--- src/stream_buffer_pkg.sv ---
// shared widths, sizes and encodings for the burst buffer
package stream_buffer_pkg;

  // --------------------------------------------------
  // sizes
  // --------------------------------------------------
  localparam int data_w       = 8;               // one stream byte
  localparam int fifo_depth   = 16;              // fifo entries
  localparam int level_w      = 5;               // holds 0 .. fifo_depth
  localparam int thresh_reset = fifo_depth / 2;  // threshold out of reset

  // --------------------------------------------------
  // register map
  // --------------------------------------------------
  // ctrl bit 0 is enable
  // ctrl bit 1 is a write-one flush pulse and reads back as 0
  // thresh is read/write, 5 bits wide
  // level is read only
  // drops reads the overflow count and any write clears it
  typedef enum logic [1:0] {
    reg_ctrl   = 2'd0,
    reg_thresh = 2'd1,
    reg_level  = 2'd2,
    reg_drops  = 2'd3
  } reg_addr_e;

  // --------------------------------------------------
  // drain controller states
  // --------------------------------------------------
  typedef enum logic {
    drain_idle  = 1'b0,  // waiting for threshold or flush
    drain_burst = 1'b1   // reading one byte per cycle
  } drain_state_e;

  // bit positions inside ctrl
  localparam int ctrl_enable_bit = 0;
  localparam int ctrl_flush_bit  = 1;

endpackage

--- src/fifo.sv ---
`timescale 1ns/1ps

// single clock fifo, first-word-fall-through read side
module fifo
  import stream_buffer_pkg::*;
#(
  parameter int depth = fifo_depth,
  parameter int width = data_w
) (
  input  logic               clk,
  input  logic               reset,
  input  logic [width-1:0]   din,
  input  logic               wr_en,
  input  logic               rd_en,
  output logic [width-1:0]   dout,
  output logic               full,
  output logic               empty,
  output logic               nearly_empty,
  output logic [level_w-1:0] level,
  output logic               overflow
);

  localparam int aw = $clog2(depth);  // address bits, pointers carry one more

  logic [aw:0]      wr_ptr;   // msb is the wrap bit
  logic [aw:0]      rd_ptr;   // msb is the wrap bit
  logic [aw-1:0]    wr_loc;
  logic [aw-1:0]    rd_loc;
  logic             wr_ok;    // write accepted this cycle
  logic             rd_ok;    // read accepted this cycle
  logic [width-1:0] mem [depth];

  assign wr_loc = wr_ptr[aw-1:0];
  assign rd_loc = rd_ptr[aw-1:0];

  assign wr_ok = wr_en && !full;
  assign rd_ok = rd_en && !empty;

  // --------------------------------------------------
  // pointers
  // --------------------------------------------------
  always_ff @(posedge clk or posedge reset) begin
    if (reset) begin
      wr_ptr <= '0;
      rd_ptr <= '0;
    end else begin
      if (wr_ok) begin
        wr_ptr <= wr_ptr + 1'b1;
      end
      if (rd_ok) begin
        rd_ptr <= rd_ptr + 1'b1;
      end
    end
  end

  // --------------------------------------------------
  // status
  // --------------------------------------------------
  // equal pointers mean empty
  assign empty = (wr_ptr == rd_ptr);
  // same address with the wrap bits apart means full
  assign full  = (wr_loc == rd_loc) && (wr_ptr[aw] != rd_ptr[aw]);

  assign level        = level_w'(wr_ptr - rd_ptr);  // wraps cleanly
  assign nearly_empty = (level == level_w'(1));     // exactly one held
  assign overflow     = wr_en && full;              // attempt is dropped

  // --------------------------------------------------
  // storage
  // --------------------------------------------------
  always_ff @(posedge clk) begin
    if (wr_ok) begin
      mem[wr_loc] <= din;
    end
  end

  assign dout = mem[rd_loc];  // head entry always visible

  // --------------------------------------------------
  // checks
  // --------------------------------------------------
  a_full_empty: assert property (@(posedge clk) disable iff (reset)
    !(full && empty));

  a_no_wr_when_full: assert property (@(posedge clk) disable iff (reset)
    full |=> $stable(wr_ptr));

endmodule

--- src/buffer_regs.sv ---
`timescale 1ns/1ps

// config and status registers beside the fifo and drain logic
module buffer_regs
  import stream_buffer_pkg::*;
(
  input  logic               clk,
  input  logic               reset,
  input  logic               cfg_wr,
  input  reg_addr_e          cfg_addr,
  input  logic [data_w-1:0]  cfg_wdata,
  input  logic [level_w-1:0] level,
  input  logic               overflow,
  output logic [data_w-1:0]  cfg_rdata,
  output logic               enable,
  output logic [level_w-1:0] thresh,
  output logic               flush
);

  logic [data_w-1:0] drops;       // saturating overflow count
  logic              drops_full;  // count stuck at 255

  assign drops_full = (drops == '1);

  // --------------------------------------------------
  // writes
  // --------------------------------------------------
  always_ff @(posedge clk or posedge reset) begin
    if (reset) begin
      enable <= 1'b0;
      thresh <= level_w'(thresh_reset);
      flush  <= 1'b0;
      drops  <= '0;
    end else begin
      flush <= 1'b0;  // pulse by default
      if (cfg_wr && cfg_addr == reg_ctrl) begin
        enable <= cfg_wdata[ctrl_enable_bit];
        // back-to-back requests merge into one pulse
        flush  <= cfg_wdata[ctrl_flush_bit] && !flush;
      end
      if (cfg_wr && cfg_addr == reg_thresh) begin
        thresh <= cfg_wdata[level_w-1:0];
      end
      // clear wins over a same-cycle overflow
      if (cfg_wr && cfg_addr == reg_drops) begin
        drops <= '0;
      end else if (overflow && !drops_full) begin
        drops <= drops + 1'b1;
      end
    end
  end

  // --------------------------------------------------
  // read mux, combinational
  // --------------------------------------------------
  always_comb begin
    cfg_rdata = '0;
    case (cfg_addr)
      reg_ctrl:   cfg_rdata[ctrl_enable_bit] = enable;  // flush bit reads 0
      reg_thresh: cfg_rdata = data_w'(thresh);
      reg_level:  cfg_rdata = data_w'(level);
      reg_drops:  cfg_rdata = drops;
      default:    cfg_rdata = '0;
    endcase
  end

  // flush never stretches past a single cycle
  a_flush_pulse: assert property (@(posedge clk) disable iff (reset)
    flush |=> !flush);

endmodule

--- src/burst_drain.sv ---
`timescale 1ns/1ps

// drains the fifo in bursts once threshold or flush says so
module burst_drain
  import stream_buffer_pkg::*;
(
  input  logic               clk,
  input  logic               reset,
  input  logic               enable,
  input  logic [level_w-1:0] thresh,
  input  logic               flush,
  input  logic [level_w-1:0] level,
  input  logic               empty,
  input  logic               nearly_empty,
  input  logic [data_w-1:0]  dout,
  output logic               rd_en,
  output logic [data_w-1:0]  out_data,
  output logic               out_valid,
  output logic               out_last
);

  drain_state_e state;
  drain_state_e state_nxt;
  logic         flush_pend;  // latched flush request
  logic         start;       // idle to burst
  logic         burst_end;   // burst finishes this cycle
  logic         last_rd;     // read of the final held byte

  // --------------------------------------------------
  // state machine
  // --------------------------------------------------
  assign start = enable && !empty && ((level >= thresh) || flush_pend || flush);

  assign rd_en   = (state == drain_burst) && !empty;  // one byte per cycle
  assign last_rd = rd_en && nearly_empty;

  // ends on the nearly empty read or on an empty fifo
  assign burst_end = (state == drain_burst) && (last_rd || empty);

  always_comb begin
    state_nxt = state;
    case (state)
      drain_idle:  if (start) state_nxt = drain_burst;
      drain_burst: if (burst_end) state_nxt = drain_idle;
      default:     state_nxt = drain_idle;
    endcase
  end

  always_ff @(posedge clk or posedge reset) begin
    if (reset) begin
      state      <= drain_idle;
      flush_pend <= 1'b0;
    end else begin
      state <= state_nxt;
      if (flush) begin
        flush_pend <= 1'b1;  // new request beats the clear
      end else if (burst_end) begin
        flush_pend <= 1'b0;
      end
    end
  end

  // --------------------------------------------------
  // output stage, one cycle behind rd_en
  // --------------------------------------------------
  always_ff @(posedge clk or posedge reset) begin
    if (reset) begin
      out_valid <= 1'b0;
      out_last  <= 1'b0;
    end else begin
      out_valid <= rd_en;
      out_last  <= last_rd;
    end
  end

  always_ff @(posedge clk) begin
    if (rd_en) begin
      out_data <= dout;  // head byte before the pointer moves
    end
  end

  // reads only while the fifo level shows a held byte
  a_rd_not_empty: assert property (@(posedge clk) disable iff (reset)
    rd_en |-> (level != '0));

  a_last_valid: assert property (@(posedge clk) disable iff (reset)
    out_last |-> out_valid);

endmodule

--- src/stream_buffer_top.sv ---
`timescale 1ns/1ps

// byte stream burst buffer, fifo plus regs plus drain controller
module stream_buffer_top
  import stream_buffer_pkg::*;
(
  input  logic              clk,
  input  logic              reset,
  input  logic [data_w-1:0] in_data,
  input  logic              in_valid,
  input  logic              cfg_wr,
  input  reg_addr_e         cfg_addr,
  input  logic [data_w-1:0] cfg_wdata,
  output logic [data_w-1:0] cfg_rdata,
  output logic [data_w-1:0] out_data,
  output logic              out_valid,
  output logic              out_last,
  output logic              full,
  output logic              empty
);

  // --------------------------------------------------
  // internal nets
  // --------------------------------------------------
  logic [data_w-1:0]  fifo_dout;     // head byte
  logic               nearly_empty;
  logic [level_w-1:0] level;         // fill level
  logic               overflow;      // dropped write
  logic               rd_en;
  logic               enable;
  logic [level_w-1:0] thresh;
  logic               flush;         // one cycle pulse

  // the fifo alone decides whether a write lands
  fifo #(
    .depth (fifo_depth),
    .width (data_w)
  ) i_fifo (
    .clk          (clk),
    .reset        (reset),
    .din          (in_data),
    .wr_en        (in_valid),
    .rd_en        (rd_en),
    .dout         (fifo_dout),
    .full         (full),
    .empty        (empty),
    .nearly_empty (nearly_empty),
    .level        (level),
    .overflow     (overflow)
  );

  buffer_regs i_regs (
    .clk       (clk),
    .reset     (reset),
    .cfg_wr    (cfg_wr),
    .cfg_addr  (cfg_addr),
    .cfg_wdata (cfg_wdata),
    .level     (level),
    .overflow  (overflow),
    .cfg_rdata (cfg_rdata),
    .enable    (enable),
    .thresh    (thresh),
    .flush     (flush)
  );

  burst_drain i_drain (
    .clk          (clk),
    .reset        (reset),
    .enable       (enable),
    .thresh       (thresh),
    .flush        (flush),
    .level        (level),
    .empty        (empty),
    .nearly_empty (nearly_empty),
    .dout         (fifo_dout),
    .rd_en        (rd_en),
    .out_data     (out_data),
    .out_valid    (out_valid),
    .out_last     (out_last)
  );

endmodule

--- config.mk ---
export PLATFORM = sky130hd
export DESIGN_NAME = stream_buffer_top
export DESIGN_NICKNAME = d
export VERILOG_FILES = /design/src/stream_buffer_pkg.sv /design/src/fifo.sv /design/src/buffer_regs.sv /design/src/burst_drain.sv /design/src/stream_buffer_top.sv
export SDC_FILE = /design/constraint.sdc
export NUM_CORES = 1
export LEC_CHECK = 0
export BUFFER_PORTS_ARGS = -buffer_cell sky130_fd_sc_hd__buf_4
export CORE_UTILIZATION = 50
export DETAILED_ROUTE_END_ITERATION = 16
export HOLD_SLACK_MARGIN = 0.02
export PLACE_DENSITY = 0.78
export RECOVER_POWER = 50
export SLEW_MARGIN = 20
export SYNTH_ARGS = -nofsm -noshare
export SYNTH_HDL_FRONTEND = slang
export SYNTH_HIERARCHICAL = 1
export SYNTH_SLANG_ARGS = --single-unit
--- constraint.sdc ---
create_clock -name clk -period 7.6 [get_ports clk]
set_clock_uncertainty 0.2 [all_clocks]
set_input_delay 1.52 -clock clk [delete_from_list [all_inputs] [get_ports clk]]
set_output_delay 1.52 -clock clk [all_outputs]
set_load 0.1 [all_outputs]
== Yosys cells after proc, flatten, opt, wreduce, memory -nomap -nowiden ==
Memories as Yosys holds them, arrays and structs flattened. A register that Yosys moved wholly into a read port is not among the register bits.
Cells that the tools add are included.

* $add $sub $neg: 4
* Magnitude comparators: 1
* Eq/ne operators: 8
* Mux-type cells: 12
* Bitwise gates (word level): 1
* Reductions and logical operators: 24

{| class="wikitable"
|+ Operators by type and width
! cell !! number
|-
| 7-bit one-hot mux with 3 select lines || 1
|-
| 8-bit two-way mux || 2
|-
| 1-bit logical AND || 14
|-
| 5-bit by 1-bit adder with 5-bit output, second input constant || 2
|-
| 8-bit by 1-bit adder with 8-bit output, second input constant || 1
|-
| 8-bit == test, second input constant || 1
|-
| 1-bit two-way mux || 7
|-
| 5-bit by 1-bit == test with 1-bit output, second input constant || 1
|-
| 5-bit == test || 1
|-
| 5-bit >= comparator || 1
|-
| 5-bit subtractor || 1
|-
| 2-bit == test, second input constant || 2
|-
| 4-bit == test || 1
|-
| 1-bit logical NOT || 4
|-
| 1-bit one-hot mux with 4 select lines || 1
|-
| 2-bit nonzero test || 2
|-
| 1-bit logical OR || 3
|-
| 2-bit by 1-bit == test with 1-bit output, second input constant || 1
|-
| 2-bit logical NOT || 1
|-
| 1-bit one-hot mux with 2 select lines || 1
|-
| 1-bit != test || 1
|-
| 1-bit NOT || 1
|}

* Register bits after elaboration: 29
* Memory bits (writable): 128
* Bits of input ports: 22
* Output and inout bits: 20
* Word-level logic and storage cells: 61
* Memories kept: 1

{| class="wikitable"
|+ Memory list
! name !! words !! width !! rd ports !! clocked after memory_dff !! write ports !! RTL line !! RTL
|-
| i_fifo.mem || 16 || 8 || 1 || 1 || 1 || fifo.sv:31 || <nowiki>logic [width-1:0] mem [depth];</nowiki>
|}

== Depth between registers and ports, before layout ==
* Word-level depth: 8
* Mapped depth: 13
* Gate-level depth less buffers: 12

== Hierarchy ==
The synthesis kept the hierarchy.

{| class="wikitable"
|+ By module, submodules not included
! module !! instances !! cells an instance !! area each (um^2) !! seq. area each (um^2)
|-
| fifo || 1 || 306 || 5733.0 || 4093.9
|-
| buffer_regs || 1 || 81 || 883.3 || 376.6
|-
| burst_drain || 1 || 37 || 509.2 || 340.3
|}

== Least setup slack after synthesis ==
No wires, ideal clock.

* Path type: register -> output
* Start point: register i_fifo.rd_ptr[1]
* End point: output port cfg_rdata[3]
* Data arrival time: 2.709 ns
* Data required time: 5.880 ns
* Path slack: 3.171 ns
* Stages on the path, launching flop included: 11
* Path buffers: 2
* Path through: dfrtp_1 > buf_4 > clkbuf_1 > inv_1 > ha_1 > nor2b_1 > o21a_1 > or3_1 > and2_1 > mux2_2 > a22o_1

* Cells in the longest elaborated chain, start to end: 2

{| class="wikitable"
|+ Ends and longest elaborated chain
! element !! RTL line !! RTL
|-
| start: declaration || fifo.sv:26 || <nowiki>logic [aw:0] rd_ptr;</nowiki>
|-
| start signal: assignment || fifo.sv:51 || <nowiki>rd_ptr <= rd_ptr + 1'b1;</nowiki>
|-
| 5-bit subtractor || fifo.sv:64 || <nowiki>assign level = level_w'(wr_ptr - rd_ptr);</nowiki>
|-
| named net level[3] || stream_buffer_top.sv:27 || <nowiki>logic [level_w-1:0] level;</nowiki>
|-
| 7-bit one-hot mux with 3 select lines || buffer_regs.sv:58 || <nowiki>case (cfg_addr)</nowiki>
|-
| end: declaration || stream_buffer_top.sv:14 || <nowiki>output logic [data_w-1:0] cfg_rdata,</nowiki>
|}

The timed path passes the listed nets, and every way through them passes these cells.

== Worst setup path after layout ==
Same ends and word-level chain as after synthesis.

==> impl_metrics.csv <==
group,metric,value,unit
floorplan,placementRows,43,
detailed_routing,drt_wl_total,13600,um
clock_network,cts_hold_buf,0,
detailed_routing,routedWlPerCell,20.6,um
pwr,ir_worst_vdd,0.000212,V
sta,hold_violations,0,
place,portBuffers,38,
pwr,p_per_area,415,nW/um^2
critical_path,end_kind,"output pin",
detailed_routing,first_pass_iters,5,
detailed_routing,drtAntennaViolNets,0,
critical_path,max_stage_delay,1.72,ns
global_routing,grtUsageTotal,20.1,%
outcome,violations,"capacitance limit, slew limit",
outcome,status,"finished, violations left",
synth,syn_nets,462,
critical_path,reg2reg_to,"i_fifo/mem[10][7]",
clock_network,cts_made_buffers,17,
clock_network,post_cts_resized,0,
critical_path,crit_type,"reg -> out",
place,dp_hpwl,9120,um
synth,synth-edff-count,136,
clock_network,cts_setup_buffers,0,
min_path,whs_path_depth,1,
synth,ys_warn_count,6,
global_routing,grt_max_degree,45,
synth,syn_inst,424,
synth,ys.flop_type,"edfxtp_1",
detailed_routing,viasPerCell,5.98,
critical_path,r2r_slack,3.25,ns
global_routing,antenna_found_initial,0,
critical_path,r2r_cells,6,
final_layout,layout_common_cells,"edfxtp_1 (136), buf_4 (30), dfrtp_1 (28)",
sta,fmax,168,MHz
critical_path,path_depth,9,
final_layout,n_fill_cell,1021,
final_layout,layout.nets,507,
final_layout,layout-drive-gt1-share,18.7,%
synth,synth_seq_cells,165,
sta,fin_crit,5.94,ns
floorplan,dieArea,14700,sq um
critical_path,crit_slowest_cell,"dfrtp_1",
sta,maxSlewViolCount,45,
floorplan,initial_utilization,51.3,%
floorplan,coreArea,13900,sq um
critical_path,critical_path_required,5.88,ns
final_layout,area_growth,13.2,%
clock_network,clkSinkCount,165,
critical_path,path_cells,"inv_1 -> ha_1 -> nor2b_1 -> o21a_1 -> or3_1 -> and2_1 -> mux2_2 -> a22o_1 -> buf_4",
floorplan,ios,42,
synth,ys_seq_area_share,67.5,%
global_routing,grt-ovfl-total,0,
detailed_routing,drtIter0Drc,385,
clock_network,cts_root_buf,"clkbuf_16",
critical_path,worstSetupStartpointType,"register",
sta,setup_violations,0,
critical_path,startpoint,"i_fifo/rd_ptr[1]",
critical_path,path_buf_inv,2,
sta,grt_setup_unrepaired,"no",
critical_path,critPathTopFamily,"flip-flops",
global_routing,grt_pass1_vias,3941,
sta,timing.hold.ws,0.284,ns
run,maxCapViolCount,1,
synth,syn-cell-area,7130,sq um
clock_network,clk_pin_slew_worst_paths,0.06,ns
sta,post-route-period-util,78.1,%
detailed_routing,drc,0,
final_layout,post-route-util,58.1,%
critical_path,critPathMaxFanout,44,
synth,synthArstFlopShare,17.6,%
detailed_routing,num_vias,3962,
clock_network,cts_max_level,4,
pwr,leakagePower,2.96,nW
clock_network,clock_latency,0.42,ns
synth,synth_cell_type_count,55,
clock_network,cts_tree,"done",
min_path,hp-class,"reg -> reg",
sta,fin_tns_setup,0,ns
final_layout,diodes,0,
critical_path,r2r_start,"i_fifo/rd_ptr[1]",
place,place_congestion,0.840,
critical_path,cp.arrival,4.22,ns
floorplan,die_h,121,um
global_routing,grt_pass1_wl,21500,um
final_layout,final_common_cell,"edfxtp_1",
critical_path,endpoint,"cfg_rdata[3]",
sta,relSlewSlack,-37.1,%
sta,tightest_slew,2.06,ns
clock_network,clk_path_buf_depth,2,
synth,synth_area_per_cell,16.8,sq um
floorplan,die_w,121,um
## through the flow
| step | instance area [sq um] | instances | worst slack [ns] | total power (W) |
|---|---|---|---|---|
| after floorplan | 7130 | 424 | 3.17 | 0.00227 |
| after global placement | 7550 | 630 | 2.81 | 0.00252 |
| after detailed placement | 7550 | 630 | 2.77 | 0.00256 |
| after CTS | 8120 | 662 | 2.30 | 0.00338 |
| after global routing | 8070 | 662 | 1.38 | 0.00351 |
| final | 8070 | 662 | 1.66 | 0.00335 |
## cell usage after synthesis (2+ instances only)
master | instances | area [sq um]
xnor2_1 | 8 | 70.1
mux2_2 | 10 | 113
clkbuf_1 | 5 | 18.8
and2_1 | 7 | 43.8
dfrtp_1 | 28 | 701
a21o_1 | 2 | 15.0
a21oi_1 | 4 | 20.0
nor2_1 | 15 | 56.3
o21ai_1 | 9 | 45.0
a211oi_1 | 2 | 15.0
nand2_1 | 19 | 71.3
nand2b_1 | 3 | 18.8
edfxtp_1 | 136 | 4080
inv_1 | 17 | 63.8
buf_6 | 3 | 33.8
buf_4 | 3 | 22.5
ha_1 | 15 | 188
nand3_1 | 3 | 15.0
a22oi_1 | 8 | 60.1
mux2i_1 | 26 | 260
and4_2 | 2 | 20.0
a22o_1 | 4 | 35.0
and3_1 | 5 | 31.3
nand4_1 | 6 | 37.5
mux4_2 | 9 | 203
a31oi_1 | 5 | 31.3
mux4_1 | 16 | 420
or3_1 | 2 | 12.5
nor3_1 | 5 | 25.0
buf_8 | 2 | 30.0
xor2_1 | 2 | 17.5
nor2b_1 | 4 | 25.0
a32oi_1 | 8 | 70.1
buf_2 | 3 | 15.0
o21ai_0 | 8 | 40.0
## worst reg2reg max path, cell delays in order, from the launching register on
cell and delay [ns]:
dfrtp_1 1.72, inv_1 0.19, ha_1 0.39, and4_1 0.22, a21boi_2 0.34, nand2_1 0.22
nor2_1 0.71
## layout make-up
class / instances / area, sq um / share of cell area [%]
Clock buffer: 17 / 425 / 5.27
Clock inverter: 15 / 143 / 1.77
Inverter: 18 / 67.6 / 0.837
Multi-Input combinational cell: 224 / 2120 / 26.3
Sequential cell: 165 / 4810 / 59.6
Tap cell: 180 / 225 / 2.79
Timing Repair Buffer: 43 / 274 / 3.40
## sequential cells by signal (all words and copies together), names as in the netlist, 5 cells and up
signal,cells
i_fifo/rd_ptr,5
i_fifo/wr_ptr,5
i_regs/thresh,5
i_fifo/mem,128
i_regs/drops,8
i_drain/out_data,8
## report_power, final
part           total [W]  internal (W)  leakage, nW  switching (W)
Clock           0.000809      0.000433        0.274       0.000376
Combinational    0.00127      0.000456         1.08       0.000814
Sequential       0.00127       0.00114         1.60       0.000130
Total            0.00335       0.00203         2.96        0.00132
## how the worst min path moves through the flow
stage                     slack, ns                from                  to
after global routing           0.31        i_regs/flush        i_regs/flush
after CTS                      0.29        i_regs/flush        i_regs/flush
after global placement         0.27  i_drain/flush_pend  i_drain/flush_pend
after detailed placement       0.27  i_drain/flush_pend  i_drain/flush_pend
final                          0.28        i_regs/flush        i_regs/flush
after floorplan                0.23        i_regs/flush        i_regs/flush
## cells by family after synthesis
| kind of cell | synth area share, % |
|---|---|
| muxes | 14.0 |
| xor gates and xnor gates | 1.23 |
| buffers and inverters | 2.69 |
| DFF | 67.5 |
| and+or+nand+nor | 6.06 |
| adders and majority gates | 2.91 |
| AOI/OAI and AO/OA | 5.62 |
## layer usage
layer  track usage (%)  vias up  routed length (um)
met4              7.79        0                 181
met3              4.09       24                 772
met5                 0        -                   0
li1                  -     1777                   -
met1              27.5     2002                6010
met2              31.7      159                6650
Note: power is estimated with default switching activity, not from simulation.
